## config.mk

```make
export PLATFORM = sky130hd
export DESIGN_NAME = line_state_array
export DESIGN_NICKNAME = d
export VERILOG_FILES = /design/src/rtl/mem_port_types.sv /design/src/rtl/cache_types.sv /design/src/rtl/line_state_array.sv
export SDC_FILE = /design/constraint.sdc
export NUM_CORES = 1
export LEC_CHECK = 0
export BUFFER_PORTS_ARGS = -buffer_cell sky130_fd_sc_hd__buf_2
export CAP_MARGIN = 20
export CORE_MARGIN = 8
export CORE_UTILIZATION = 34
export DETAILED_ROUTE_END_ITERATION = 12
export HOLD_SLACK_MARGIN = 0.02
export MAX_ROUTING_LAYER = met4
export PLACE_DENSITY_LB_ADDON = 0.12
export SLEW_MARGIN = 20
export SYNTH_ARGS = -nofsm -noshare
export SYNTH_HDL_FRONTEND = slang
export SYNTH_SLANG_ARGS = --single-unit
```

## constraint.sdc

```tcl
create_clock -name clk -period 1.6 [get_ports clk]
set_input_delay 0.32 -clock clk [delete_from_list [all_inputs] [get_ports clk]]
set_output_delay 0.32 -clock clk [all_outputs]
set_load 0.01 [all_outputs]
```

## src/rtl/mem_port_types.sv

```systemverilog
package mem_port_types;

    ////////////////////////////////////////////////////////////////////////////
    // cpu side word port
    ////////////////////////////////////////////////////////////////////////////

    // a request is present while either mask is nonzero
    typedef struct packed {
        logic [31:0] addr;
        logic [3:0]  rmask;
        logic [3:0]  wmask;
        logic [31:0] wdata;
    } ufp_req_t;

    ////////////////////////////////////////////////////////////////////////////
    // memory side line port
    ////////////////////////////////////////////////////////////////////////////

    // held until dfp_resp, addr always line aligned
    typedef struct packed {
        logic [31:0]  addr;
        logic         read;
        logic         write;
        logic [255:0] wdata;
    } dfp_req_t;

endpackage

```

## src/rtl/cache_types.sv

```systemverilog
package cache_types;

    ////////////////////////////////////////////////////////////////////////////
    // geometry
    ////////////////////////////////////////////////////////////////////////////

    // fixed at four, the plru tree below is three bits
    localparam int ways       = 4;
    localparam int line_bytes = 32;

    // widest set index the stage register can carry
    localparam int max_set_bits = 8;

    // full line address above the byte offset, independent of set count
    typedef logic [26:0]  tag_t;
    typedef logic [255:0] line_t;
    typedef logic [1:0]   way_idx_t;
    typedef logic [2:0]   word_sel_t;
    typedef logic [max_set_bits-1:0] set_idx_t;

    // tree pseudo-lru state
    // bit 0: 0 -> pair 0/1 older, 1 -> pair 2/3 older
    // bit 1: 0 -> way 0 older than way 1
    // bit 2: 0 -> way 2 older than way 3
    typedef logic [2:0] plru_t;

    typedef struct packed {
        logic valid;
        logic dirty;
    } line_state_t;

    // lookup stage register
    typedef struct packed {
        mem_port_types::ufp_req_t req;
        set_idx_t                 set;
        word_sel_t                offset;
        plru_t                    plru;
    } stage_reg_t;

endpackage

```

## src/rtl/line_state_array.sv

```systemverilog
`timescale 1ns/1ns

module line_state_array #(
    parameter int depth = 16
) (
    input  logic                        clk,
    input  logic                        reset,
    input  logic                        en,
    input  logic                        we,
    input  logic [$clog2(depth)-1:0]    addr,
    input  cache_types::line_state_t    din,
    output cache_types::line_state_t    dout
);

    import cache_types::*;

    line_state_t mem [depth];

    // every line invalid and clean out of reset
    always_ff @(posedge clk) begin
        if (reset) begin
            for (int i = 0; i < depth; i++) begin
                mem[i] <= '0;
            end
            dout <= '0;
        end else if (en) begin
            if (we) begin
                mem[addr] <= din;
            end else begin
                dout <= mem[addr];
            end
        end
    end

endmodule

```

-- Word-level counts from Yosys, hierarchy flattened
Memories as Yosys holds them, arrays and structs flattened. A register that Yosys moved wholly into a read port is not among the register bits.
Cells that the tools add are included.
- memories: 1
- bits of input ports: 10
- RAM bits: 32
- logic and storage cells: 13
- flip-flop bits (word level): 0
- output and inout bits: 2
- memory list (memory ; words ; bits a word ; rd ports ; clocked after memory_dff ; wr ports ; RTL line ; text):
    mem ; 16 ; 2 ; 1 ; 1 ; 16 ; line_state_array.sv:17 ; line_state_t mem [depth];
- bitwise gates (word level): 1
- reductions and logical operators: 2
- mux-type cells: 9
- operators by type and width (kind ; number):
    $mux 1 ; 7
    $mux 4 ; 1
    $mux 2 ; 1
    $reduce_and 2->1 ; 1
    $reduce_or 2->1 ; 1
    $not 1->1 ; 1

-- Logic depth before layout (Yosys ltp)
- depth in word-level cells: 6
- mapped depth: 6
- mapped depth without buffers: 4

-- Least setup slack after synthesis
OpenSTA, ideal clock, no wires.
- path kind: in2reg
- from: input reset
- to: memory mem[13][0] in the netlist's numbering, enable pin
- library setup time: 293 ps
- cell stages on the path: 5
- arrival time: 1262 ps
- required time: 1307 ps
- buffers on the path: 2
- slack: 44 ps
- cell sequence: buf_2 -> nand3b_4 -> nor3b_1 -> buf_2 -> a31o_2
- RTL lines (item ; RTL line ; text):
    start, declared ; line_state_array.sv:7 ; input logic reset,
    end, declared ; line_state_array.sv:17 ;

==> results.md <==
- Leaving out fill and tap cells, the most frequent cells in the layout are sky130_fd_sc_hd__edfxtp_1, sky130_fd_sc_hd__and3_1, sky130_fd_sc_hd__buf_4.
- By startpoint and endpoint, the worst setup path is classified as flop to flop.
- Setup slack on the critical path of the routed design comes to 0.256 ns.
- In this run the number of H-tree levels came out at 2.
- The shortest clock period the worst path allows after layout is 1.34 ns.
- The analysis attributes to cell leakage a power of ~0.92 nW.
- The routability congestion estimate is between 0.7 and 0.8.
- The number of hold violations in the final report is 0.
- In the routed design, unresolved DRC markers number 0.
- Relative to the synthesized area, the layout overhead comes to 13.5%.
- The number of clock buffers inserted by TritonCTS is 5.
- The number of vias after detailed routing is 1,225.
- The worst slack at placement is 0.0411 ns.
- In the synthesized netlist, the number of instances is 145.
- The global routing usage on met1 is 0.133.
- Yosys mapped the design onto 35 distinct sky130hd cell types.
- The clock tree from TritonCTS is done.
- In this run the worst path has a maximum fanout of 1.
- The fraction of synthesized area in multiplexers is 0.0897.
- At the pin with the least slew margin, the transition time is 0.342 ns.
- The final-report setup violation count is 0.
- The pre-antenna-repair detailed-routing pass consisted of 4 iterations.
- The element type at the critical path start is a flop.
- The worst IR drop on VDD is 0.260 mV.
- The repair_antennas step left the layout with diodes totalling 0.
- Of the total synthesized cell area, the portion taken by AND, OR, NAND and NOR gates is 0.209.
- The worst path arrival time is roughly 1.5 ns.
- The number of nets in the synthesized netlist is around 160.
- For this configuration, the core starts out at a cell density of 0.343.
- The number of setup buffers added after CTS is 0.
- Hold repair after CTS inserted 0 buffers.
- The peak per-stage delay on the critical path is roughly 0.52 ns.
- The number of buffers on the longest clock path is 2.
- Across the routed clock network, the largest skew measured is ~0.0025 ns.
- After clock tree synthesis, the repair step resized 0 gates.
- The share of the synthesized netlist area taken by xor and xnor gates is 0.
- In this run the remaining antenna-violating nets after routing total 0.
- For this run, global-route usage on met2 was measured as 0.188.
- The mean cell area of the mapped netlist is 12.7 um^2.
- After clock tree synthesis, the clock-pin slew on the worst setup and hold paths is 0.06 ns.
- The vertical extent of the die is 89.6 um.
- The mapped netlist covers 1840 um^2.
- The number of nets in the layout is 173.
- Pin placement for this block handled 12 I/O pins.
- Summed over all layers, the routed wires come to 3970 um.
- The first routing iteration left 43 violations.
- The layout cell share with drive strength beyond 1 is 0.252.
- The path type of the worst min-delay path is primary input to flop.
- The post-detailed-placement half-perimeter wirelength is 2840 um.
- The combinational family with the most area after synthesis is simple AND/OR/NAND/NOR gates.
- From left edge to right edge, the die measures 89.6 um.
- STA classifies the critical path endpoint as a flop.
- The wire length of the first global-routing pass is 6530 um.
- After detailed routing, the average wire length per cell comes to around 17 um.
- The utilization of the core after routing is 0.389.
- After synthesis the netlist holds a flip-flop and latch count of 34.
- The design draws 0.00183 W.
- For the worst-skew pair, the clock arrives at the later sink with an insertion delay of 0.28 ns.
- The flow ran to the end, and the final reports show no timing, DRC or antenna violations.
- The via count normalized by instance count is 5.21.
- The number of global-route vias before repair came to approximately 1,300.
- The area enclosed by the die boundary is 8030 um^2.
- The share of the Yosys chip area taken by registers is 0.543.
- Of the available clock period, the critical path in the final layout requires 0.840.
- The fraction of the mapped netlist area in adder cells is 0.
- The initialized floorplan defines 27 standard-cell rows.
- The worst slew margin relative to its limit is 0.772.
- Leaving out fill and tap cells, the most frequent cell in the layout is sky130_fd_sc_hd__edfxtp_1.
- The maximum frequency from static timing analysis is 0.744 GHz.
- The global routing's busiest layer is met2.
- In the global route stage, met3 resource usage came out at 0.0328.
- For this design the ratio of total power to cell area is 875 nW/um^2.
- For this run, the total global-route usage over all layers was measured as 0.114.
- The count of buffers added on input and output ports is 11.
- Across the run, the number of max-cap violations was 0.
- The number of antenna violations at the first check in global routing is 0.
- The clock tree root driver cell is sky130_fd_sc_hd__clkbuf_8.
- The signal on the critical path passes through mux4_1 > nor2_1 > a211o_1 > a311oi_2.
- The maximum number of pins on one net before global-route repair is 19.
- The warning count from the yosys run is 0.
- The core area is 5370 um^2.
- The final max-slew violation count is 0.
- Adding up every negative setup slack in the final design gives 0 ns.
- The post-synthesis compound-gate area fraction is 0.109.
- The worst-path cell with the longest stage delay is sky130_fd_sc_hd__mux4_1.
- After filler insertion, the fill cell instance count of the layout stands at 508.
- The required time of the worst setup path is about 1.8 ns.
- The sink count of the clock tree is 34.
- Setup repair after global routing left no endpoint under its margin.
- The leftover overflow at the end of global routing is 0.
Yosys cell counts, drive strengths merged:
cell	n	share of area
a211o	1	0.0048
a211oi	3	0.012
a21o	12	0.049
a311oi	1	0.0081
a31o	1	0.0048
a31oi	2	0.0068
and2	6	0.020
and2b	2	0.0081
and3	27	0.092
and4	2	0.0095
buf	8	0.037
clkbuf	6	0.012
dfxtp	2	0.022
edfxtp	32	0.52
mux2	2	0.012
mux2i	9	0.049
mux4	2	0.029
nand2	1	0.0020
nand2b	3	0.010
nand3	1	0.0027
nand3b	2	0.015
nor2	6	0.015
nor2b	2	0.0068
nor3	1	0.0088
nor3b	2	0.0081
o211ai	1	0.0041
o21ai	2	0.0054
o31ai	1	0.0041
o32ai	2	0.0095
or2	3	0.010
logic make-up (layout without fill, tap and decap cells):
kind of cell	Yosys count	in the layout
simple gates	58	58
flops	34	34
compound gates	26	26
buf+inv	14	32
mux	13	13
per-stage QoR:
| stage | hold slack (ns) | instances | cell area (um^2) |
|---|---|---|---|
| final | 0.428 | 235 | 2090 |
| after global routing | 0.491 | 235 | 2090 |
| after CTS | 0.422 | 235 | 2090 |
| after detailed placement | 0.499 | 228 | 2010 |
| after global placement | 0.495 | 228 | 2010 |
| after floorplan | 0.520 | 145 | 1840 |
sequential cells by signal, summed over array words and instances, names as in the netlist:
signal / flops
mem: 32
dout: 2
power breakdown:
part	switching, W	total, W	internal, W
sequential	0.0000138	0.00103	0.00102
combinational	0.000120	0.000210	0.0000903
clock	0.000286	0.000586	0.000299
total	0.000420	0.00183	0.00141
metal layers:
layer	share of wire	wire (um)
met1	0.43	1720
met2	0.51	2010
met5	0	0
met3	0.050	199
met4	0.011	44
final timing paths:
| path | startpoint | endpoint | slack (ns) | depth (start not counted) |
|---|---|---|---|---|
| max | mem[6][1] | dout[1] | 0.26 | 4 |
| min | we | dout[0] | 0.43 | 4 |
| max reg2reg | mem[6][1] | dout[1] | 0.26 | 4 |
| min reg2reg | dout[0] | dout[0] | 0.51 | 2 |
area by class of cell:
class	count	area, um^2	area share
multi-input combinational	97	749	0.359
clock buffer	7	76.3	0.0365
sequential	34	1000	0.479
timing repair buffer	25	173	0.0826
tap	72	90.1	0.0431
worst max-delay path: cells and delay by family, from the launching register on:
family | cells | cell delay [ns]
flops | 1 | 0.36
mux | 1 | 0.52
compound gates | 2 | 0.21
simple gates | 1 | 0.14
(Power assumes the default switching activity.)
