<file path="src/rtl/sram_array.sv">
`timescale 1ns/1ns

module sram_array #(
    parameter int  depth     = 16,
    parameter type payload_t = logic [31:0]
) (
    input  logic                                 clk,
    input  logic                                 en,
    input  logic                                 we,
    input  logic [($bits(payload_t)+7)/8-1:0]    wmask,
    input  logic [$clog2(depth)-1:0]             addr,
    input  payload_t                             din,
    output payload_t                             dout
);

    localparam int width     = $bits(payload_t);
    localparam int mask_bits = (width + 7) / 8;
    localparam int mem_bits  = mask_bits * 8;

    // storage rounded up to whole bytes
    logic [mem_bits-1:0] mem [depth];
    logic [mem_bits-1:0] din_wide;

    always_comb begin
        din_wide = '0;
        din_wide[width-1:0] = din;
    end

    // write leaves the registered output alone
    always_ff @(posedge clk) begin
        if (en) begin
            if (we) begin
                for (int i = 0; i < mask_bits; i++) begin
                    if (wmask[i]) begin
                        mem[addr][8*i +: 8] <= din_wide[8*i +: 8];
                    end
                end
            end else begin
                dout <= payload_t'(mem[addr][width-1:0]);
            end
        end
    end

    // only matters when depth is not a power of two
    a_addr_range : assert property (
        @(posedge clk) en |-> (int'(addr) < depth)
    ) else $error("sram_array: addr %0h outside depth %0d", addr, depth);

endmodule

</file>
<file path="config.mk">
export PLATFORM = sky130hd
export DESIGN_NAME = sram_array
export DESIGN_NICKNAME = d
export VERILOG_FILES = /design/src/rtl/sram_array.sv
export SDC_FILE = /design/constraint.sdc
export NUM_CORES = 1
export LEC_CHECK = 0
export ABC_AREA = 1
export BUFFER_PORTS_ARGS = -buffer_cell sky130_fd_sc_hd__buf_4
export CAP_MARGIN = 20
export CORE_MARGIN = 1.5
export CORE_UTILIZATION = 40
export CTS_CLUSTER_SIZE = 20
export DETAILED_ROUTE_END_ITERATION = 7
export PLACE_DENSITY_LB_ADDON = 0.1
export SYNTH_ARGS = -nofsm -noshare
export SYNTH_HDL_FRONTEND = slang
export SYNTH_SLANG_ARGS = --single-unit
</file>
<file path="constraint.sdc">
create_clock -name clk -period 3 [get_ports clk]
set_clock_uncertainty 0.05 [all_clocks]
set_input_delay 0.15 -clock clk [delete_from_list [all_inputs] [get_ports clk]]
set_output_delay 0.15 -clock clk [all_outputs]
set_load 0.02 [all_outputs]
</file>
# Word-level counts from Yosys, hierarchy flattened

Memories as Yosys holds them, arrays and structs flattened. A register that Yosys moved wholly into a read port is not among the register bits.
Cells that the tools add are included.

Flip-flop bits (word level): 0
Latch bits: 0
Bits in writable memories: 512
ROM bits: 0
Input port bits: 43
Output and inout bits: 32
Word-level logic and storage cells: 19
Memories kept: 1

Memory list:

| name | words | width | read ports | clocked after Yosys merged registers in | wr ports | line | source |
|---|---|---|---|---|---|---|---|
| mem  | 16    | 32    | 1          | 1                                       | 1        | 21   | `logic [mem_bits-1:0] mem [depth];` |

Add/subtract/negate cells: 0
Multipliers: 0
Div/mod/pow operators: 0
$lt $le $gt $ge: 0
Eq/ne operators: 0
Shift-type cells: 0
Mux-type cells: 16
Bitwise operators: 1
Reduce and logical (&&, ||, !) cells: 1

Operator list:

| kind              | count |
|---|---|
| $mux W1           | 16 |
| $reduce_and A2 Y1 | 1 |
| $not A1 Y1        | 1 |

# Longest topological paths before layout

Gate-level depths: netlist of run 1.

Depth after elaboration: 4
Depth in mapped cells: 12
Gate-level depth less buffers: 9

# Least setup slack after synthesis of run 1

Ideal clock, no wire load.

Path type: input-to-reg
Start point: input en
End point: register dout[0] (netlist name) (read register of mem) (enable)
Library setup time: 0.422 ns
Arrival: 1.539 ns
Required time: 2.528 ns
Slack: 0.989 ns
Stages: 2
Buffers on the path: 0
Cell sequence: inv_1 nor2_1

Word-level cells in the longest chain between the ends: 1

RTL lines:

| element                     | line | source |
|---|---|---|
| from (decl)                 | 8    | `input logic en,` |
| $reduce_and A2 Y1 (no line) | --   |  |
| to (decl)                   | 13   | `output payload_t dout` |

Every way passes these cells.

# Worst setup path after layout of run 1

Start point: input we
End point: memory mem[12][28] (netlist name) (enable)

Word-level cells in the longest chain between the ends: 3

RTL lines:

| element                       | line | source |
|---|---|---|
| from (decl)                   | 9    | `input logic we,` |
| $mux W1                       | 32   | `if (we) begin` |
| $mux W1                       | 31   | `if (en) begin` |
| $mux W1 (implied by the code) | 35   | `mem[addr][8*i +: 8] <= din_wide[8*i +: 8];` |
| to (decl)                     | 21   |  |

Every way passes these cells.

==> key figures, run 1 <==
STA
  • Setup total negative slack: 0 ns
  • Fmax achieved: 497 MHz
  • Worst-margin pin slew: 1.07 ns
  • Fin. Hold Viols: 0
  • Max-Slew Margin vs Limit: 28.5%
  • Fin crit share: 67.1%
  • Shortest period the worst path allows: 2.01 ns
  • RSZ-0062 raised after global routing: no
  • Final WS setup: 0.987 ns
  • Max-slew violation count: 0
  • # setup viols final: 0

Synthesis
  • Post-synthesis compound-gate area fraction: 0%
  • Combinational family with the most area after synthesis: simple AND/OR/NAND/NOR gates
  • Synthesized cell area: 22,700 um2
  • Seq/Total Area, Yosys: 71.9%
  • Distinct cells, synth: 14
  • Post-synthesis xor/xnor area fraction: 0%
  • Mux cell area share after synthesis: 0%
  • Post-Synth Simple-Gate Area: 24.3%
  • Syn. warnings: 0
  • Adder-Cell Fraction of Synth Area: 0%
  • Post-Synthesis Cells: 2,186
  • Number of synthesized register bits: 544
  • Average size of a mapped cell: 10.4 um2
  • Syn_nets: 2,229

Pwr
  • Gate power share: 6.2%
  • Power, Total: 15.8 mW
  • Internal power: 12.3 mW
  • Power Dens Cells: 601 nW/um2
  • P_leak: 11.0 nW
  • NetSw: 3.54 mW
  • Clock power frac: 40.4%
  • Part of the power in registers: 53.5%
  • Switching Share: 22.4%
  • Worst VDD drop: 453 uV

Setup path
  • CP Launch Type: primary input
  • Buf+Inv Stages, Crit Path: 2
  • Setup CP Type: in2reg
  • Worst R2R Setup Slack: 1.78 ns
  • CP max stage delay: 0.97 ns
  • Largest delay share family, worst path: simple AND/OR/NAND/NOR gates
  • Worst Path Arrival: 2.17 ns
  • Critical path, cell by cell: dlygate4sd3_1 -> buf_4 -> nand3_1 -> nor2_1
  • Crit. End Element: register
  • CP required: 3.16 ns
  • Crit-path max FO: 11
  • CP max stage cell: nor2_1

Die
  • Initial Utilization: 40.4%
  • Die height: 241 um
  • Row Count: 87
  • Die X: 241 um
  • Full die area: 58,300 um2
  • Core area: 56,300 um2
  • I/O pin total: 75

GRT
  • GRT overflow: 0
  • GRT Total Usage: 20.4%
  • Pin count of the biggest net entering global routing: 126
  • Initial antenna violation count: 0
  • Number of global-route vias before repair: 14,500
  • First-pass GRT wire length: 88.1 mm

Placement
  • Final HPWL from detailed placement: 32.3 mm
  • Placed cells: 2,990
  • IO Port Bufs: 74
  • Final Wtd Congestion: 0.762
  • Pre-CTS WS: 0.765 ns

Run status
  • Status: finished, final reports clean

Detailed routing
  • Uppermost layer routed: met4
  • Drt drc: 0
  • WL met1: 26.1 mm
  • Drt first pass iters: 5
  • Avg WL per Cell: 18.5 um
  • Wirelength, routed: 57.9 mm
  • Met2 WL: 27.8 mm
  • Vias: 14,800
  • Initial DRC Count: 1,073
  • Vias/cell: 4.74
  • Antenna-violating nets left: 0
  • Met3 routed WL: 2.63 mm

CTS
  • Clock-pin slew on the worst setup and hold paths: 0.06 ns
  • # Post-CTS Setup Buffers: 0
  • Total CTS buffers: 57
  • Cells resized by post-CTS repair: 0
  • Worst-case clock buffer depth: 3
  • Clock Latency Late Sink: 0.61 ns
  • H-tree Lvls: 2
  • CTS Sinks: 544
  • Clk root buf: clkbuf_16
  • CTS tree: built

Final layout
  • Layout area overhead: 15.8%
  • Util after Layout: 46.8%
  • Final non-filler cell total: 3,127
  • NumNets Final: 2,369
  • Fill cell count: 5,249
  • Layout cells sized above 1: 9.49%
  • ANT cells: 0

Flow run
  • Max-cap violations: 0

Min path
  • HP Class: in2reg
per-stage QoR:
step | cell area, um2 | hold WS (ns)
floorplan | 22700 | 0.199
global placement | 24300 | 0.409
detailed placement | 24300 | 0.408
CTS | 26300 | 0.0558
global route | 26300 | 0.0821
finish | 26300 | 0.0762
cell usage after synthesis, drive strengths merged:
library cell     n  area share [%]
nand2         1394              23
edfxtp         544              72
clkbuf          13            0.21
clkinv           1           0.016
inv             70             1.2
nand3            4           0.088
nor2            71             1.2
buf             89             2.4
logic make-up (layout without fill, tap and decap cells):
| kind of cell | after synthesis | count (layout) |
|---|---|---|
| simple gates | 1469 | 1469 |
| flops | 544 | 544 |
| buf+inv | 173 | 358 |
layout by cell type (no fill, tap or decap), drive strengths merged:
master	count
nand2	1394
buf	149
clkinv	31
edfxtp	544
clkbuf	74
nor2	71
dlygate4sd3	33
inv	71
nand3	4
power by group through the flow:
stage	clock network [mW]	logic [mW]	registers, mW
2_1_floorplan	0	0.540	8.64
3_3_place_gp	0	0.956	8.62
3_5_place_dp	0	0.958	8.62
4_1_cts	6.54	0.995	8.46
5_1_grt	6.82	1.10	8.46
6_report	6.39	0.974	8.46
state kept, by name, indices dropped and copies added (netlist names):
register / count
mem: 512
dout: 32
worst register-to-register path: cells and delay by family (launching register included):
family	cells	cell delay (ns)
buffers and inverters	1	0.12
flip-flops	1	0.37
AND/OR/NAND/NOR	7	0.45
area by class of cell:
cell class	instances	area, um2	area share (%)
Sequential cell	544	16300	62.1
Multi-Input combinational cell	1469	5560	21.1
Timing Repair Buffer	183	1550	5.89
Clock buffer	73	1530	5.81
Tap cell	756	946	3.59
Inverter	71	277	1.05
Clock inverter	31	129	0.490
final timing paths:
path,from,to,cells after the start
max,we,mem[12][28]$_DFFE_PP_,4
min,en,dout[1]$_DFFE_PP_,3
max reg2reg,mem[8][15]$_DFFE_PP_,dout[15]$_DFFE_PP_,8
min reg2reg,mem[4][15]$_DFFE_PP_,dout[15]$_DFFE_PP_,8
routing by layer:
metal / vias to the layer above / track usage (%)
li1: 7294 / -
met1: 7126 / 28.1
met5: - / 0
met4: 0 / 5.85
met3: 86 / 2.65
met2: 325 / 34.0
what timing repair did:
item,CTS,global route
endpoints found under the setup margin,0,0
endpoints found under the hold margin,527,0
hold buffers,33,0
Power figures use the tool's default switching activity.
==> inputs of run 2 (changes only) <==
==> constraint.sdc (replaced) <==
create_clock -name clk -period 1.99 [get_ports clk]
set_clock_uncertainty 0.05 [all_clocks]
set_input_delay 0.0995 -clock clk [delete_from_list [all_inputs] [get_ports clk]]
set_output_delay 0.0995 -clock clk [all_outputs]
set_load 0.02 [all_outputs]
==> run 2 against run 1 <==
First-iteration DRC count is 3.5% lower; via count is 1.4% lower; largest power group unchanged; sequential power rose by 51%; combinational power grew 53%; global-route usage decreased by 0.83 points; routed wire length down 4.1%; register-to-register slack got worse by 0.98 ns; flip-flop and latch count did not move; non-clock buffer count increased by 17; clock power increased by 58%.
==> key figures, run 2 (synthesis results as in run 1) <==
Die
  • I/O pin total: 75
  • Die height: 241 um
  • Full die area: 58,300 um2
  • Row Count: 87
  • Initial Utilization: 40.4%
  • Core area: 56,300 um2
  • Die X: 241 um

Final layout
  • Fill cell count: 5,302
  • Most frequent cells in the layout: nand2_1, edfxtp_1, buf_4, inv_1, nor2_1
  • Layout area overhead: 16.9%
  • Layout cells sized above 1: 10.5%
  • ANT cells: 0
  • Leading registers by flop count: mem: 512 flops, dout: 32 flops
  • Largest register by flop count: mem
  • NumNets Final: 2,387
  • Max reg flops: 512
  • Util after Layout: 47.2%
  • Commonest non-fill, non-tap cell in the layout: nand2_1

Setup path
  • Critical path, cell by cell: buf_4
  • Largest delay share family, worst path: flip-flops
  • Setup CP Type: reg2out
  • CP Launch Type: register
  • Worst Path Arrival: 1.28 ns
  • CP max stage cell: edfxtp_1
  • CP required: 1.84 ns
  • Crit. End Element: output pin
  • CP max stage delay: 0.46 ns
  • Worst R2R Setup Slack: 0.80 ns
  • Buf+Inv Stages, Crit Path: 1
  • Crit-path max FO: 1

GRT
  • Met3 Use GR: 2.31%
  • Met1 usage: 27.8%
  • Pin count of the biggest net entering global routing: 101
  • GRT overflow: 0
  • GRT Total Usage: 19.6%
  • GRT met2 Usage: 31.6%
  • Initial antenna violation count: 0
  • GRT Max-Usage Layer: met2
  • Number of global-route vias before repair: 14,300
  • First-pass GRT wire length: 85.7 mm

Pwr
  • Worst VDD drop: 686 uV
  • Power, Total: 24.4 mW
  • P_leak: 11.1 nW
  • Power Dens Cells: 917 nW/um2

STA
  • Final WS setup: 0.561 ns
  • Shortest period the worst path allows: 1.43 ns
  • Worst-margin pin slew: 0.610 ns
  • Max-Slew Margin vs Limit: 59.3%
  • RSZ-0062 raised after global routing: no
  • Fmax achieved: 700 MHz
  • Max-slew violation count: 0
  • # setup viols final: 0
  • Fin. Hold Viols: 0
  • Fin crit share: 71.8%
  • Setup total negative slack: 0 ns

Detailed routing
  • Vias: 14,600
  • Initial DRC Count: 1,035
  • Avg WL per Cell: 17.6 um
  • Drt drc: 0
  • Wirelength, routed: 55.5 mm
  • Drt first pass iters: 5
  • Antenna-violating nets left: 0
  • Vias/cell: 4.64

CTS
  • H-tree Lvls: 2
  • Worst-case clock buffer depth: 3
  • Clock Latency Late Sink: 0.62 ns
  • # Post-CTS Setup Buffers: 0
  • Clock-pin slew on the worst setup and hold paths: 0.06 ns
  • Total CTS buffers: 58
  • CTS tree: built
  • Clk root buf: clkbuf_16
  • CTS Sinks: 544

Placement
  • Final HPWL from detailed placement: 32.7 mm
  • Pre-CTS WS: 0.314 ns
  • Final Wtd Congestion: 0.777
  • IO Port Bufs: 74

Min path
  • HP Class: in2reg

Run status
  • Status: finished, final reports clean

Flow run
  • Max-cap violations: 0
-- run 2: changes by cell type in the layout (fill, tap and decap cells not counted), sizes merged --
cell | before | now
bufinv | 0 | 3
clkbuf | 74 | 73
buf | 149 | 166
clkinvlp | 0 | 2
-- run 2: final timing paths --
| check | startpoint | endpoint | depth (start not counted) |
|---|---|---|---|
| max | dout[31]$_DFFE_PP_ | dout[31] | 1 |
| min | en | dout[2]$_DFFE_PP_ | 4 |
| max reg2reg | mem[11][27]$_DFFE_PP_ | dout[27]$_DFFE_PP_ | 8 |
| min reg2reg | mem[0][31]$_DFFE_PP_ | dout[31]$_DFFE_PP_ | 8 |
-- run 2: what timing repair did --
| item | CTS | global route |
|---|---|---|
| resized for setup | 0 | 0 |
| endpoints found under the hold margin | 538 | 0 |
| hold buffers | 33 | 0 |
-- run 2: cell type report --
type	instances	area [um2]	area share [%]
multi-input cells	1469	5560	20.9
inverters	71	277	1.04
well taps	756	946	3.56
clock inverters	36	239	0.899
flip-flops and latches	544	16300	61.5
clock buffers	72	1530	5.74
repair buffers	200	1700	6.41
-- run 2: tightest hold or removal path, delay by kind of cell --
family | cells | cell delay [ns]
buf+inv | 3 | 0.40
simple gates | 1 | 0.05
-- run 2: where the power goes --
group | total, mW | leakage [nW] | switching, mW | internal [mW]
Clock | 10.1 | 0.860 | 4.35 | 5.78
Sequential | 12.8 | 4.92 | 0.0281 | 12.7
Combinational | 1.49 | 5.36 | 1.04 | 0.447
Total | 24.4 | 11.1 | 5.42 | 19.0
-- run 2: routing by layer --
| metal | share of wire (%) | wire length [um] |
|---|---|---|
| met1 | 47 | 26300 |
| met2 | 47 | 25800 |
| met3 | 3.8 | 2130 |
| met4 | 2.3 | 1270 |
| met5 | 0 | 0 |
-- run 2: through the flow --
step | area [um2] | hold slack (ns) | cells
floorplan | 22700 | 0.148 | 2186
global placement | 24500 | 0.370 | 3007
detailed placement | 24500 | 0.372 | 3007
CTS | 26600 | 0.0579 | 3148
global route | 26600 | 0.0947 | 3148
finish | 26600 | 0.0698 | 3148
==> inputs of run 3 (changes only) <==
==> constraint.sdc (replaced) <==
create_clock -name clk -period 1.2 [get_ports clk]
set_clock_uncertainty 0.05 [all_clocks]
set_input_delay 0.06 -clock clk [delete_from_list [all_inputs] [get_ports clk]]
set_output_delay 0.06 -clock clk [all_outputs]
set_load 0.02 [all_outputs]
==> run 3 against run 2 <==
The run now ends with negative setup slack left; combinational power up 88%; flip-flop and latch count unchanged; first-iteration DRC count grew 1.5%; routed wire length is 0.58% lower.
==> key figures, run 3 (synthesis results as in run 1) <==
Placement
  • Final Wtd Congestion: 0.798
  • Pre-CTS WS: -0.326 ns
  • IO Port Bufs: 74
  • Dpl cell area: 25,800 um2
  • Final HPWL from detailed placement: 34.7 mm

STA
  • Final WS setup: -0.123 ns
  • Fin. Hold Viols: 0
  • # setup viols final: 32
  • Worst hold slack: 0.108 ns
  • RSZ-0062 raised after global routing: yes
  • Max-slew violation count: 0
  • Fin crit share: 110%
  • Max-Slew Margin vs Limit: 66.8%
  • Setup total negative slack: -1.80 ns
  • Shortest period the worst path allows: 1.32 ns
  • Worst-margin pin slew: 0.498 ns
  • Fmax achieved: 756 MHz

Run status
  • Failing checks: negative setup slack
  • Status: finished, violations left

Setup path
  • CP Launch Type: register
  • Worst Path Arrival: 1.21 ns
  • Buf+Inv Stages, Crit Path: 1
  • CP max stage delay: 0.45 ns
  • CP max stage cell: edfxtp_1
  • CP required: 1.09 ns
  • Reg2reg path depth: 8
  • Worst R2R Setup Slack: 0.05 ns
  • Reg2reg end: dout[22]$_DFFE_PP_
  • Worst R2R Start: mem[7][22]$_DFFE_PP_
  • Crit-path max FO: 1
  • Setup CP Type: reg2out
  • Largest delay share family, worst path: flip-flops
  • Crit. End Element: output pin
  • Critical path, cell by cell: buf_6

Final layout
  • NumNets Final: 2,432
  • Layout cells sized above 1: 16.8%
  • Largest register by flop count: mem
  • Register area: 16,300 um2
  • Fin area: 28,100 um2
  • Leading registers by flop count: mem: 512 flops, dout: 32 flops
  • ANT cells: 0
  • Util after Layout: 49.9%
  • Most frequent cells in the layout: nand2_1, edfxtp_1, buf_4, buf_12, clkbuf_16
  • Layout area overhead: 23.6%
  • Multi-input logic area: 5870 um2
  • Fill cell count: 5,133
  • Max reg flops: 512
  • Commonest non-fill, non-tap cell in the layout: nand2_1

Detailed routing
  • Vias/cell: 4.67
  • Wirelength, routed: 55.2 mm
  • Avg WL per Cell: 17.3 um
  • Initial DRC Count: 1,051
  • Antenna-violating nets left: 0
  • Vias: 14,900
  • Drt drc: 0
  • Drt first pass iters: 5

Die
  • Die X: 241 um
  • Row Count: 87
  • Die height: 241 um
  • Core area: 56,300 um2
  • I/O pin total: 75
  • Initial Utilization: 40.4%
  • Full die area: 58,300 um2

GRT
  • GRT Total Usage: 19.7%
  • GRT overflow: 0
  • First-pass GRT wire length: 86.3 mm
  • Pin count of the biggest net entering global routing: 69
  • Initial antenna violation count: 0
  • Number of global-route vias before repair: 15,100

CTS
  • Clk root buf: clkbuf_16
  • CTS tree: built
  • Clock Latency Late Sink: 0.60 ns
  • Worst-case clock buffer depth: 3
  • # Post-CTS Setup Buffers: 0
  • H-tree Lvls: 2
  • CTS Sinks: 544
  • Total CTS buffers: 57
  • Clock-pin slew on the worst setup and hold paths: 0.06 ns

Flow run
  • Max-cap violations: 0

Pwr
  • Power Dens Cells: 1470 nW/um2
  • Worst VDD drop: 1110 uV
  • P_leak: 11.6 nW

Min path
  • HP Class: in2reg
  • Hold_sp: wmask[0]
  • Worst hold endpoint: mem[13][1]$_DFFE_PP_
  • Hold Path Stages: 4
[run 3: changes by cell type in the layout (fill, tap and decap cells not counted), sizes merged]
cell,previous run,this run
clkinv,31,30
buf,166,211
inv,71,70
clkbuf,73,66
bufinv,3,7
dlygate4sd3,33,34
clkinvlp,2,3
[run 3: worst register-to-register path, delay by kind of cell (launching register included)]
kind / cells / cell delay (ns)
DFF: 1 / 0.36
buffers and inverters: 1 / 0.06
and+or+nand+nor: 7 / 0.43
[run 3: repair_timing]
action | in CTS | in global routing
resized for setup | 33 | 42
endpoints found under the hold margin | 544 | 0
hold buffers | 34 | 0
endpoints found under the setup margin | 34 | 64
pin swaps | 0 | 99
[run 3: cell type report]
class / instances / share of cell area, %
repair buffers: 246 / 10.2
clock inverters: 39 / 1.26
flip-flops and latches: 544 / 58.1
well taps: 756 / 3.37
multi-input cells: 1469 / 20.9
clock buffers: 65 / 5.18
inverters: 71 / 0.984
[run 3: per-stage QoR]
stage	instances	total power [mW]
5_1_grt	3190	42.8
4_1_cts	3190	41.7
3_3_place_gp	3052	24.2
6_report	3190	41.2
3_5_place_dp	3052	24.2
2_1_floorplan	2186	23.0
[run 3: where the power goes]
part / internal, mW / leakage, nW / switching [mW]
logic: 0.967 / 5.81 / 1.83
clock network: 10.1 / 0.880 / 7.16
registers: 21.1 / 4.92 / 0.0555
[run 3: routing by layer]
layer / vias up / GRT usage [%] / share of wire [%]
met3: 81 / 3.13 / 4.0
met5: - / 0 / 0
met4: 0 / 5.80 / 2.0
met2: 246 / 32.9 / 48
li1: 7425 / - / -
met1: 7155 / 26.5 / 46
[run 3: worst max path at each step]
| stage | start | to | slack (ns) | cells past startpoint |
|---|---|---|---|---|
| floorplan | addr[0] | mem[0][16]$_DFFE_PP_ | -0.19 | 6 |
| CTS | dout[14]$_DFFE_PP_ | dout[14] | -0.20 | 1 |
| global placement | addr[2] | dout[28]$_DFFE_PP_ | -0.35 | 7 |
| detailed placement | addr[2] | dout[22]$_DFFE_PP_ | -0.33 | 7 |
| global route | dout[14]$_DFFE_PP_ | dout[14] | -0.18 | 1 |
| finish | dout[14]$_DFFE_PP_ | dout[14] | -0.12 | 1 |
