File: src/rtl/mem_port_types.sv
package mem_port_types;

    ////////////////////////////////////////////////////////////////////////////
    // cpu side word port
    ////////////////////////////////////////////////////////////////////////////

    // a request is present while either mask is nonzero
    typedef struct packed {
        logic [31:0] addr;
        logic [3:0]  rmask;
        logic [3:0]  wmask;
        logic [31:0] wdata;
    } ufp_req_t;

    ////////////////////////////////////////////////////////////////////////////
    // memory side line port
    ////////////////////////////////////////////////////////////////////////////

    // held until dfp_resp, addr always line aligned
    typedef struct packed {
        logic [31:0]  addr;
        logic         read;
        logic         write;
        logic [255:0] wdata;
    } dfp_req_t;

endpackage

File: src/rtl/cache_types.sv
package cache_types;

    ////////////////////////////////////////////////////////////////////////////
    // geometry
    ////////////////////////////////////////////////////////////////////////////

    // fixed at four, the plru tree below is three bits
    localparam int ways       = 4;
    localparam int line_bytes = 32;

    // widest set index the stage register can carry
    localparam int max_set_bits = 8;

    // full line address above the byte offset, independent of set count
    typedef logic [26:0]  tag_t;
    typedef logic [255:0] line_t;
    typedef logic [1:0]   way_idx_t;
    typedef logic [2:0]   word_sel_t;
    typedef logic [max_set_bits-1:0] set_idx_t;

    // tree pseudo-lru state
    // bit 0: 0 -> pair 0/1 older, 1 -> pair 2/3 older
    // bit 1: 0 -> way 0 older than way 1
    // bit 2: 0 -> way 2 older than way 3
    typedef logic [2:0] plru_t;

    typedef struct packed {
        logic valid;
        logic dirty;
    } line_state_t;

    // lookup stage register
    typedef struct packed {
        mem_port_types::ufp_req_t req;
        set_idx_t                 set;
        word_sel_t                offset;
        plru_t                    plru;
    } stage_reg_t;

endpackage

File: src/rtl/lru_array.sv
`timescale 1ns/1ns

module lru_array #(
    parameter int depth = 16
) (
    input  logic                        clk,
    input  logic                        reset,
    input  logic                        ren,
    input  logic [$clog2(depth)-1:0]    raddr,
    output cache_types::plru_t          rdata,
    input  logic                        we,
    input  logic [$clog2(depth)-1:0]    waddr,
    input  cache_types::plru_t          wdata
);

    import cache_types::*;

    plru_t mem [depth];

    always_ff @(posedge clk) begin
        if (reset) begin
            for (int i = 0; i < depth; i++) begin
                mem[i] <= '0;
            end
        end else if (we) begin
            mem[waddr] <= wdata;
        end
    end

    // read is captured by the stage register, bypass a same cycle write
    always_comb begin
        rdata = '0;
        if (ren) begin
            rdata = (we && (waddr == raddr)) ? wdata : mem[raddr];
        end
    end

endmodule

File: config.mk
export PLATFORM = sky130hd
export DESIGN_NAME = lru_array
export DESIGN_NICKNAME = d
export VERILOG_FILES = /design/src/rtl/mem_port_types.sv /design/src/rtl/cache_types.sv /design/src/rtl/lru_array.sv
export SDC_FILE = /design/constraint.sdc
export NUM_CORES = 1
export LEC_CHECK = 0
export ABC_AREA = 1
export BUFFER_PORTS_ARGS = -buffer_cell sky130_fd_sc_hd__buf_4
export CORE_AREA = 5 5 86 88
export DETAILED_ROUTE_END_ITERATION = 8
export DIE_AREA = 0 0 91 93
export GPL_ROUTABILITY_DRIVEN = 0
export GPL_TIMING_DRIVEN = 0
export PLACE_DENSITY = 0.68
export SETUP_SLACK_MARGIN = 0.05
export SLEW_MARGIN = 20
export SYNTH_ARGS = -nofsm -noshare
export SYNTH_HDL_FRONTEND = slang
export SYNTH_SLANG_ARGS = --single-unit
File: constraint.sdc
create_clock -name clk -period 1 [get_ports clk]
set_input_delay 0 -clock clk [delete_from_list [all_inputs] [get_ports clk]]
set_output_delay 0 -clock clk [all_outputs]
set_load 0.005 [all_outputs]
# [After elaboration in Yosys (flattened, before gate mapping)]
# Memory sizes are Yosys's and may differ from the RTL's.
# Index checks and enable logic that the tools add are counted.
[classes] n_eq_ne=1 n_mux=10 reduce_logical=2
[op_table] op="3-bit two-way mux" count=3
[op_table] op="1-bit two-way mux" count=6
[op_table] op="4-bit equality test" count=1
[op_table] op="4-bit two-way mux" count=1
[op_table] op="3-bit OR reduction" count=1
[op_table] op="1-bit logical AND" count=1
[totals] reg_bits=0 ram_bits=48 in_bits=15 out_inout_bits=3 memories=1
[memory_table] memory="mem" words=16 word_bits=3 rd=1 rd_clocked_by_memory_dff=0 write_ports=16 line="lru_array.sv:18" rtl="plru_t mem [depth];"

# [Depth between registers and ports, before layout]
# Gate-level depths: netlist of run 1.
[logic_depth] depth_word=5 ltp_mapped=11 mapped_depth_nobuf=9

# [Least setup slack after synthesis of run 1]
# OpenSTA, ideal clock, no wires.
[synth_path] path_type="input-to-reg" from="input port reset" to="memory mem[12][0] (netlist name), enable pin" t_arrival_ps=648 required_ps=697 slack_ps=49 stages=5 path_cell_list="inv_2 -> nand2_1 -> nor3_2 -> nand2_1 -> nand2_1"
[synth_rtl] item="from (decl)" line="lru_array.sv:7" rtl="input logic reset,"
[synth_rtl] item="to (decl)" line="lru_array.sv:18"

# [Worst setup path in the final report of run 1]
[layout_path] from="memory mem[9][2] (netlist name)" to="output port rdata[2]"
[layout_via] elab_chain_len=3
[layout_rtl] item="memory 16 x 3 bit"
[layout_rtl] item="3-bit two-way mux" line="lru_array.sv:34" rtl="rdata = (we && (waddr == raddr)) ? wdata : mem[raddr];"
[layout_rtl] item="3-bit two-way mux" line="lru_array.sv:33" rtl="if (ren) begin"
[layout_rtl] item="to (decl)" line="lru_array.sv:10" rtl="output cache_types::plru_t rdata,"
# No other way between the ends.

==> results of run 1 <==
cell families after synthesis:
family                    share of synthesized area [%]
and+or+nand+nor                                    33.5
xor gates and xnor gates                           1.03
buffers and inverters                              9.19
DFF                                                56.3
cells in the mapped netlist, drive strengths merged:
library cell  instances  area, sq um
clkbuf                4         15.0
nor3                  4         40.0
nand3                34          175
edfxtp               48         1440
nor2                 59          221
nand2               112          420
buf                   8         63.8
inv                  41          156
xor2                  3         26.3
cell type report:
cell class,instances,area (sq um),area share (%)
sequential,48,1440,47.9
multi-input combinational,212,1030,34.1
inverter,41,159,5.28
timing repair buffer,15,120,3.99
tap,80,100,3.33
buffer,12,83.8,2.78
clock buffer,7,76.3,2.54
clock inverter,1,3.75,0.125
critical path, delay by kind of cell (launching register included):
| kind | cells | cell delay (ns) |
|---|---|---|
| simple gates | 7 | 0.52 |
| flops | 1 | 0.37 |
| buf+inv | 2 | 0.13 |
timing repair:
item,CTS,global route
gates resized for setup,18,23
cloned,0,0
buffers inserted,0,0
pin swaps,28,14
hold buffers,0,0
hold endpoints to repair,0,0
setup endpoints to repair,24,67
stage by stage:
| stage | setup TNS (ns) | power (uW) | instances |
|---|---|---|---|
| 2_1_floorplan | 0 | 2730 | 313 |
| 3_3_place_gp | -19.47 | 2920 | 408 |
| 3_5_place_dp | -20.24 | 2920 | 408 |
| 4_1_cts | -0.949 | 4000 | 416 |
| 5_1_grt | -1.22 | 4190 | 416 |
| 6_report | -0.952 | 4030 | 416 |
power groups by stage:
stage	logic, uW	registers (uW)	clock network [uW]
after floorplan	341	2390	0
after global placement	519	2400	0
after detailed placement	524	2400	0
after CTS	569	2350	1080
after global routing	658	2360	1170
final	593	2350	1080
layer usage:
metal / vias up / part of all wire [%]
met1: 956 / 41
met3: 12 / 7.2
li1: 1024 / -
met5: - / 0
met2: 78 / 49
met4: 0 / 2.2
worst paths after layout:
path	slack (ns)	endpoint	cells after the start
max	-0.33	rdata[2]	9
min	0.11	mem[0][0]$_SDFFCE_PN0P_	3
==> qor.txt, run 1 <==
RSZ-0062 raised after global routing: true
failing checks: setup timing
H-tree lvl count: 2
Die X: 91 microns
vias per inst: 4.98
Final Setup Violations: 3
die span in y: 93 microns
sequential fraction of the synthesis area: 56.3%
Filler cells: 616
Slew HR: 68.1%
pwr dens: 1340 nW/um^2
CP peak stage delay: 0.37 ns
Crit-path slowest cell: edfxtp_1
die footprint: 8460 sq um
cells after synthesis: 313
fmax: 0.754 GHz
num rows: 30
combinational share of power: 14.7%
pre-CTS WS: -0.306 ns
Sequential Power Share: 58.4%
CP endpoint kind: primary output
GRT overflow: 0
Num CTS Buffers: 5
Netlist cell types: 14
met2 usage: 24.7%
Max VDD drop: 0.454 mV
I/O pin count: 18
Total Nets Final: 350
Starting Density: 39.0%
antenna fix cells: 0
IO buf count: 15
placed inst area: 2780 sq um
HP Class: in2reg
dpl hpwl: 4180 microns
Final period util: 133%
synthesized area: 2560 sq um
Worst Tran Pin Value: 0.476 ns
largest net degree at the start of global routing: 14
Antenna Violating Nets Remaining: 0
post-route cell area: 3010 sq um
Worst Path Arrival: 1.33 ns
core region area: 6570 sq um
1st-pass router iterations: 5
switching share of total power: 25.2%
Critical Setup Path Class: reg2out
most frequent cells in the layout: 106 x nand2_1, 58 x nor2_1, 48 x edfxtp_1
root buf cell: clkbuf_8
layout cells sized above 1: 19.9%
status: complete, but fails checks
P&R area growth vs syn: 17.6%
synth warn: 0
WHS: 0.107 ns
post-synth net total: 328
clock power share: 26.9%
drt initial violations: 194
GR Util met1: 16.9%
P_leak: 0.00141 uW
startpoint types: flop
Hold Vio Cnt, Final: 0
Synth Register Bits: 48
initial antenna violation count: 0
total internal power: 3020 uW
gr busiest metal: met2
CTS Sinks: 48
first-pass GRT wire length: 9230 microns
Crit path required time: 1.00 ns
Max Slew Vio Count: 0
GRT Overall Usage: 14.0%
Hold Startpoint: reset
vias in the first global route: 1,935
Vias: 2,070
met3 global-route usage: 2.65%
Critical Path Fanout Max: 1
syn avg cell area: 8.18 sq um
Bufs on Longest Clock Path: 2
DRC Markers: 0
cell breakdown of the critical path: nand2_1 -> nand2_1 -> nand2_1 -> nand3_2 -> nand3_2 -> nand3_2 -> nand2_2 -> inv_2 -> buf_6
Final min period: 1.33 ns
Biggest register: mem
WL final: 5750 microns
fin worst setup slack: -0.326 ns
CTS clk-pin slew, worst paths: 0.08 ns
routed len/inst: 13.8 microns
Top Registers: mem: 48 flops
CP startpoint: mem[9][2]$_SDFFCE_PN0P_
Max-cap violations: 0
max reg flops: 48
Net Switching: 1010 uW
commonest non-fill, non-tap cell in the layout: nand2_1
Final Util: 45.8%
CTS tree: yes
(Power assumes the default switching activity.)
==> inputs of run 2 (changes only) <==
Settings changed: ABC_AREA 1 to not set, CORE_AREA 5 5 86 88 to 5 5 85 87, DIE_AREA 0 0 91 93 to 0 0 90 92.
==> qor.txt, run 2 <==
Max-cap violations: 0 (unchanged)
die span in y: 92 microns (was 93 microns)
power after layout: 3870 uW (was 4030 uW)
Vias: 1,455 (was 2,070)
number of synthesized flops with an enable pin: 48 (unchanged)
die footprint: 8280 sq um (was 8460 sq um)
CTS clk-pin slew, worst paths: 0.08 ns (about the same)
fmax: 0.586 GHz (was 0.754 GHz)
most frequent cells in the layout: 49 x and2_1, 48 x edfxtp_1, 16 x or2_2 (was 106 x nand2_1, 58 x nor2_1, 48 x edfxtp_1)
synth cell count leaders: 49 x and2_1, 48 x edfxtp_1, 16 x or2_2 (was 112 x nand2_1, 59 x nor2_1, 48 x edfxtp_1)
P_leak: 0.00101 uW (was 0.00141 uW)
fin worst setup slack: -0.707 ns (was -0.326 ns)
Die X: 90 microns (was 91 microns)
1st-pass router iterations: 4 (was 5)
largest cells by area after synthesis: edfxtp_1 58%, and2_1 12%, mux4_1 9.5% (was edfxtp_1 56%, nand2_1 16%, nor2_1 8.7%)
Synth Register Bits: 48 (unchanged)
cell taking the most area after synthesis: edfxtp_1 (unchanged)
dominant synthesized flop cell: edfxtp_1 (unchanged)
post-route cell area: 2840 sq um (was 3010 sq um)
GRT overflow: 0 (unchanged)
Synth async-reset ratio: 0% (unchanged)
Top Registers: mem: 48 flops (unchanged)
WHS: 0.0766 ns (was 0.107 ns)
cells after synthesis: 184 (was 313)
CP endpoint kind: primary output (unchanged)
Crit-path slowest cell: mux4_2 (was edfxtp_1)
Final Util: 45.2% (was 45.8%)
placed inst area: 2710 sq um (was 2780 sq um)
num rows: 29 (was 30)
initial antenna violation count: 0 (unchanged)
syn avg cell area: 13.5 sq um (was 8.18 sq um)
GRT Overall Usage: 12.9% (was 14.0%)
Max VDD drop: 0.628 mV (was 0.454 mV)
startpoint types: flop (unchanged)
Critical Path Fanout Max: 1 (unchanged)
synth warn: 0 (unchanged)
register area: 1440 sq um (unchanged)
post-synth top area share: 58.2% (was 56.3%)
largest net degree at the start of global routing: 14 (unchanged)
I/O pin count: 18 (unchanged)
root buf cell: clkbuf_8 (unchanged)
vias in the first global route: 1,531 (was 1,935)
Critical Setup Path Class: reg2out (unchanged)
Setup TNS: -2.10 ns (was -0.952 ns)
antenna fix cells: 0 (unchanged)
Final Setup Violations: 3 (unchanged)
status: complete, but fails checks (unchanged)
Max Slew Vio Count: 0 (unchanged)
cell with the most instances after synthesis: and2_1 (was nand2_1)
postcts setup bufs: 0 (unchanged)
cell breakdown of the critical path: mux4_2 -> a22oi_1 -> and3_1 -> o21ai_1 -> buf_4 (was nand2_1 -> nand2_1 -> nand2_1 -> nand3_2 -> nand3_2 -> nand3_2 -> nand2_2 -> inv_2 -> buf_6)
first-pass GRT wire length: 8200 microns (was 9230 microns)
Final min period: 1.71 ns (was 1.33 ns)
Biggest register: mem (unchanged)
P&R area growth vs syn: 14.6% (was 17.6%)
post-synth net total: 199 (was 328)
core region area: 6280 sq um (was 6570 sq um)
max reg flops: 48 (unchanged)
CP peak stage delay: 0.47 ns (was 0.37 ns)
sequential fraction of the synthesis area: 58.2% (was 56.3%)
Antenna Violating Nets Remaining: 0 (unchanged)
failing checks: setup timing (unchanged)
CTS tree: yes (unchanged)
hold-fix buffers at CTS: 0 (unchanged)
Worst Tran Pin Value: 0.481 ns (was 0.476 ns)
drt initial violations: 96 (was 194)
synthesized area: 2480 sq um (was 2560 sq um)
Num CTS Buffers: 5 (unchanged)
HP Class: in2reg (unchanged)
H-tree lvl count: 2 (unchanged)
Worst Path Arrival: 1.71 ns (was 1.33 ns)
commonest non-fill, non-tap cell in the layout: and2_1 (was nand2_1)
Total Nets Final: 221 (was 350)
vias per inst: 5.14 (was 4.98)
pwr dens: 1360 nW/um^2 (was 1340 nW/um^2)
DRC Markers: 0 (unchanged)
WL final: 5020 microns (was 5750 microns)
dpl hpwl: 3910 microns (was 4180 microns)
Final period util: 171% (was 133%)
routed len/inst: 17.7 microns (was 13.8 microns)
Netlist cell types: 24 (was 14)
CTS Sinks: 48 (unchanged)
Starting Density: 39.5% (was 39.0%)
layout cells sized above 1: 32.0% (was 19.9%)
multi-input logic area: 1070 sq um (was 1030 sq um)
Filler cells: 591 (was 616)
Bufs on Longest Clock Path: 2 (unchanged)
Slew HR: 67.7% (was 68.1%)
Crit path required time: 1.00 ns (about the same)
IO buf count: 15 (unchanged)
Hold Vio Cnt, Final: 0 (unchanged)
RSZ-0062 raised after global routing: true (unchanged)
## run 2: cell types whose count changed after synthesis, sizes merged, moves of 6 or more
cell   previous run  this run
and2              0        49
buf               8         2
inv              41         0
mux4              0        12
nand2           112         5
nand3            34         3
nor2             59        13
or2               0        16
## run 2: cells by family (layout without fill, tap and decap cells)
family                 count (synthesis)  count (layout)  synth area share (%)
AND/OR/NAND/NOR                      105             105                  24.6
flip-flops                            48              48                  58.2
AO/OA/AOI/OAI                          7               7                  1.92
multiplexers                          12              12                  12.3
buffers and inverters                  8              30                  1.57
XOR/XNOR                               4               4                  1.41
## run 2: routing by layer
layer	GRT usage, %	up-vias	share of wire (%)	wire (microns)
li1	-	718	-	-
met1	16.0	716	45	2250
met2	22.9	15	52	2610
met3	1.80	6	1.6	78
met4	4.47	0	1.6	80
met5	0	-	0	0
## run 2: worst paths after layout
check,startpoint,to,slack [ns],cells after the start
worst max-delay path,mem[1][1]$_SDFFCE_PN0P_,rdata[1],-0.71,5
worst min-delay path,wdata[0],mem[4][0]$_SDFFCE_PN0P_,0.08,2
## run 2: cell type report
cell class,count,share of cell area (%)
buffer,8,1.54
clock buffer,5,2.42
clock inverter,2,0.264
multi-input combinational,128,37.7
sequential,48,50.7
tap,77,3.39
timing repair buffer,15,3.96
## run 2: per-stage QoR
| step | setup slack (ns) | instances |
|---|---|---|
| floorplan | -0.164 | 184 |
| global placement | -0.403 | 276 |
| detailed placement | -0.440 | 276 |
| CTS | -0.730 | 283 |
| global route | -0.785 | 283 |
| finish | -0.707 | 283 |
## run 2: timing repair
| item | CTS | global route |
|---|---|---|
| gates cloned | 0 | 0 |
| setup endpoints to repair | 6 | 24 |
| pin swaps | 1 | 0 |
| gates resized for setup | 3 | 13 |
## run 2: critical path, delay by kind of cell (launching register included)
| kind | cells | cell delay [ns] |
|---|---|---|
| AO/OA/AOI/OAI | 2 | 0.25 |
| multiplexers | 1 | 0.47 |
| buffers and inverters | 1 | 0.14 |
| AND/OR/NAND/NOR | 1 | 0.17 |
| flip-flops | 1 | 0.40 |
## run 2: power by group
group / switching (uW) / leakage, uW / total, uW / internal (uW)
combinational: 249 / 0.000509 / 472 / 223
clock: 585 / 0.0000391 / 1050 / 462
sequential: 33.3 / 0.000458 / 2360 / 2320
total: 867 / 0.00101 / 3870 / 3010
==> inputs of run 3 (changes only) <==
Settings changed: CAP_MARGIN set to 0, RECOVER_POWER set to 100.
==> qor.txt, run 3 (synthesis results as in run 2) <==
commonest non-fill, non-tap cell in the layout: edfxtp_1 (was and2_1)
fmax: 0.585 GHz (was 0.586 GHz)
largest net degree at the start of global routing: 14 (unchanged)
CTS clk-pin slew, worst paths: 0.08 ns (about the same)
HP Class: in2reg (unchanged)
CP peak stage delay: 0.49 ns (was 0.47 ns)
Starting Density: 39.5% (unchanged)
WHS: 0.0756 ns (was 0.0766 ns)
dpl hpwl: 3910 microns (unchanged)
Biggest register: mem (unchanged)
most frequent cells in the layout: 48 x edfxtp_1, 25 x and2_0, 24 x and2_1 (was 49 x and2_1, 48 x edfxtp_1, 16 x or2_2)
multi-input logic area: 1020 sq um (was 1070 sq um)
Top Registers: mem: 48 flops (unchanged)
Worst Tran Pin Value: 0.473 ns (was 0.481 ns)
layout cells sized above 1: 26.2% (was 32.0%)
IO buf count: 15 (unchanged)
Hold Vio Cnt, Final: 0 (unchanged)
GRT Overall Usage: 12.9% (unchanged)
cell breakdown of the critical path: mux4_2 -> a22oi_2 -> and3_1 -> o21ai_1 -> buf_4 (was mux4_2 -> a22oi_1 -> and3_1 -> o21ai_1 -> buf_4)
die span in y: 92 microns (unchanged)
Crit-path slowest cell: mux4_2 (unchanged)
postcts setup bufs: 0 (unchanged)
Worst Path Arrival: 1.71 ns (about the same)
placed insts: 276 (unchanged)
Critical Path Fanout Max: 1 (unchanged)
placed inst area: 2710 sq um (unchanged)
fin worst setup slack: -0.709 ns (was -0.707 ns)
Num CTS Buffers: 5 (unchanged)
CTS Sinks: 48 (unchanged)
register area: 1440 sq um (unchanged)
WL final: 5000 microns (was 5020 microns)
Die X: 90 microns (unchanged)
vias per inst: 5.08 (was 5.14)
startpoint types: flop (unchanged)
Total Nets Final: 221 (unchanged)
first-pass GRT wire length: 8200 microns (unchanged)
routed len/inst: 17.7 microns (about the same)
Final min period: 1.71 ns (about the same)
root buf cell: clkbuf_8 (unchanged)
Bufs on Longest Clock Path: 2 (unchanged)
die footprint: 8280 sq um (unchanged)
RSZ-0062 raised after global routing: true (unchanged)
Antenna Violating Nets Remaining: 0 (unchanged)
vias in the first global route: 1,531 (unchanged)
failing checks: setup timing (unchanged)
Worst Path Buf+Inv: 1 (unchanged)
GRT overflow: 0 (unchanged)
Slew HR: 68.2% (was 67.7%)
antenna fix cells: 0 (unchanged)
H-tree lvl count: 2 (unchanged)
Final Setup Violations: 24 (was 3)
Critical Setup Path Class: reg2out (unchanged)
max reg flops: 48 (unchanged)
CP endpoint kind: primary output (unchanged)
DRC Markers: 0 (unchanged)
Setup TNS: -2.67 ns (was -2.10 ns)
drt initial violations: 87 (was 96)
Vias: 1,438 (was 1,455)
pwr dens: 1390 nW/um^2 (was 1360 nW/um^2)
Filler cells: 607 (was 591)
initial antenna violation count: 0 (unchanged)
1st-pass router iterations: 4 (unchanged)
num rows: 29 (unchanged)
Max VDD drop: 0.630 mV (was 0.628 mV)
Max-cap violations: 0 (unchanged)
pre-CTS WS: -0.440 ns (unchanged)
CTS tree: yes (unchanged)
post-route cell area: 2790 sq um (was 2840 sq um)
Max Slew Vio Count: 0 (unchanged)
I/O pin count: 18 (unchanged)
Final period util: 171% (about the same)
Non-Filler Instances: 283 (unchanged)
Crit path required time: 1.00 ns (about the same)
delay-heaviest family, CP: multiplexers (unchanged)
P_leak: 0.000970 uW (was 0.00101 uW)
P&R area growth vs syn: 12.4% (was 14.6%)
core region area: 6280 sq um (unchanged)
status: complete, but fails checks (unchanged)
-- run 3: cell count changes in the layout (fill, tap and decap cells not counted), sizes merged --
| cell | before | now |
|---|---|---|
| buf | 17 | 16 |
| clkbuf | 11 | 12 |
-- run 3: path summary, 6_finish.rpt --
path                       to  depth (start not counted)               startpoint
max                  rdata[2]                          5  mem[8][2]$_SDFFCE_PN0P_
min   mem[4][0]$_SDFFCE_PN0P_                          2                 wdata[0]
-- run 3: cell type report --
cell class	instances	area share, %
clock inverters	2	0.270
multi-input cells	128	36.5
well taps	77	3.46
clock buffers	5	2.47
plain buffers	8	1.57
flip-flops and latches	48	51.8
repair buffers	15	3.95
-- run 3: per-layer routing --
layer | global-route usage [%] | vias up | share of wire (%)
li1 | - | 715 | -
met1 | 16.0 | 696 | 44
met2 | 22.9 | 21 | 52
met3 | 1.80 | 6 | 2.6
met4 | 4.47 | 0 | 1.6
met5 | 0 | - | 0
-- run 3: timing repair --
item | CTS | global route
pin swaps | 1 | 0
hold buffers | 0 | 0
setup endpoints to repair | 6 | 24
gates resized for setup | 3 | 13
-- run 3: through the flow --
stage          total power, uW  util (%)
3_5_place_dp              2860      43.2
4_1_cts                   3880      44.5
3_3_place_gp              2850      43.2
5_1_grt                   4000      44.4
2_1_floorplan             2660         -
6_report                  3860      44.4
-- run 3: power breakdown --
part           leakage [uW]  switching [uW]  internal, uW  total [uW]
sequential         0.000458            33.5          2320        2360
clock             0.0000391             588           462        1050
combinational      0.000474             236           218         454
total              0.000970             857          3000        3860
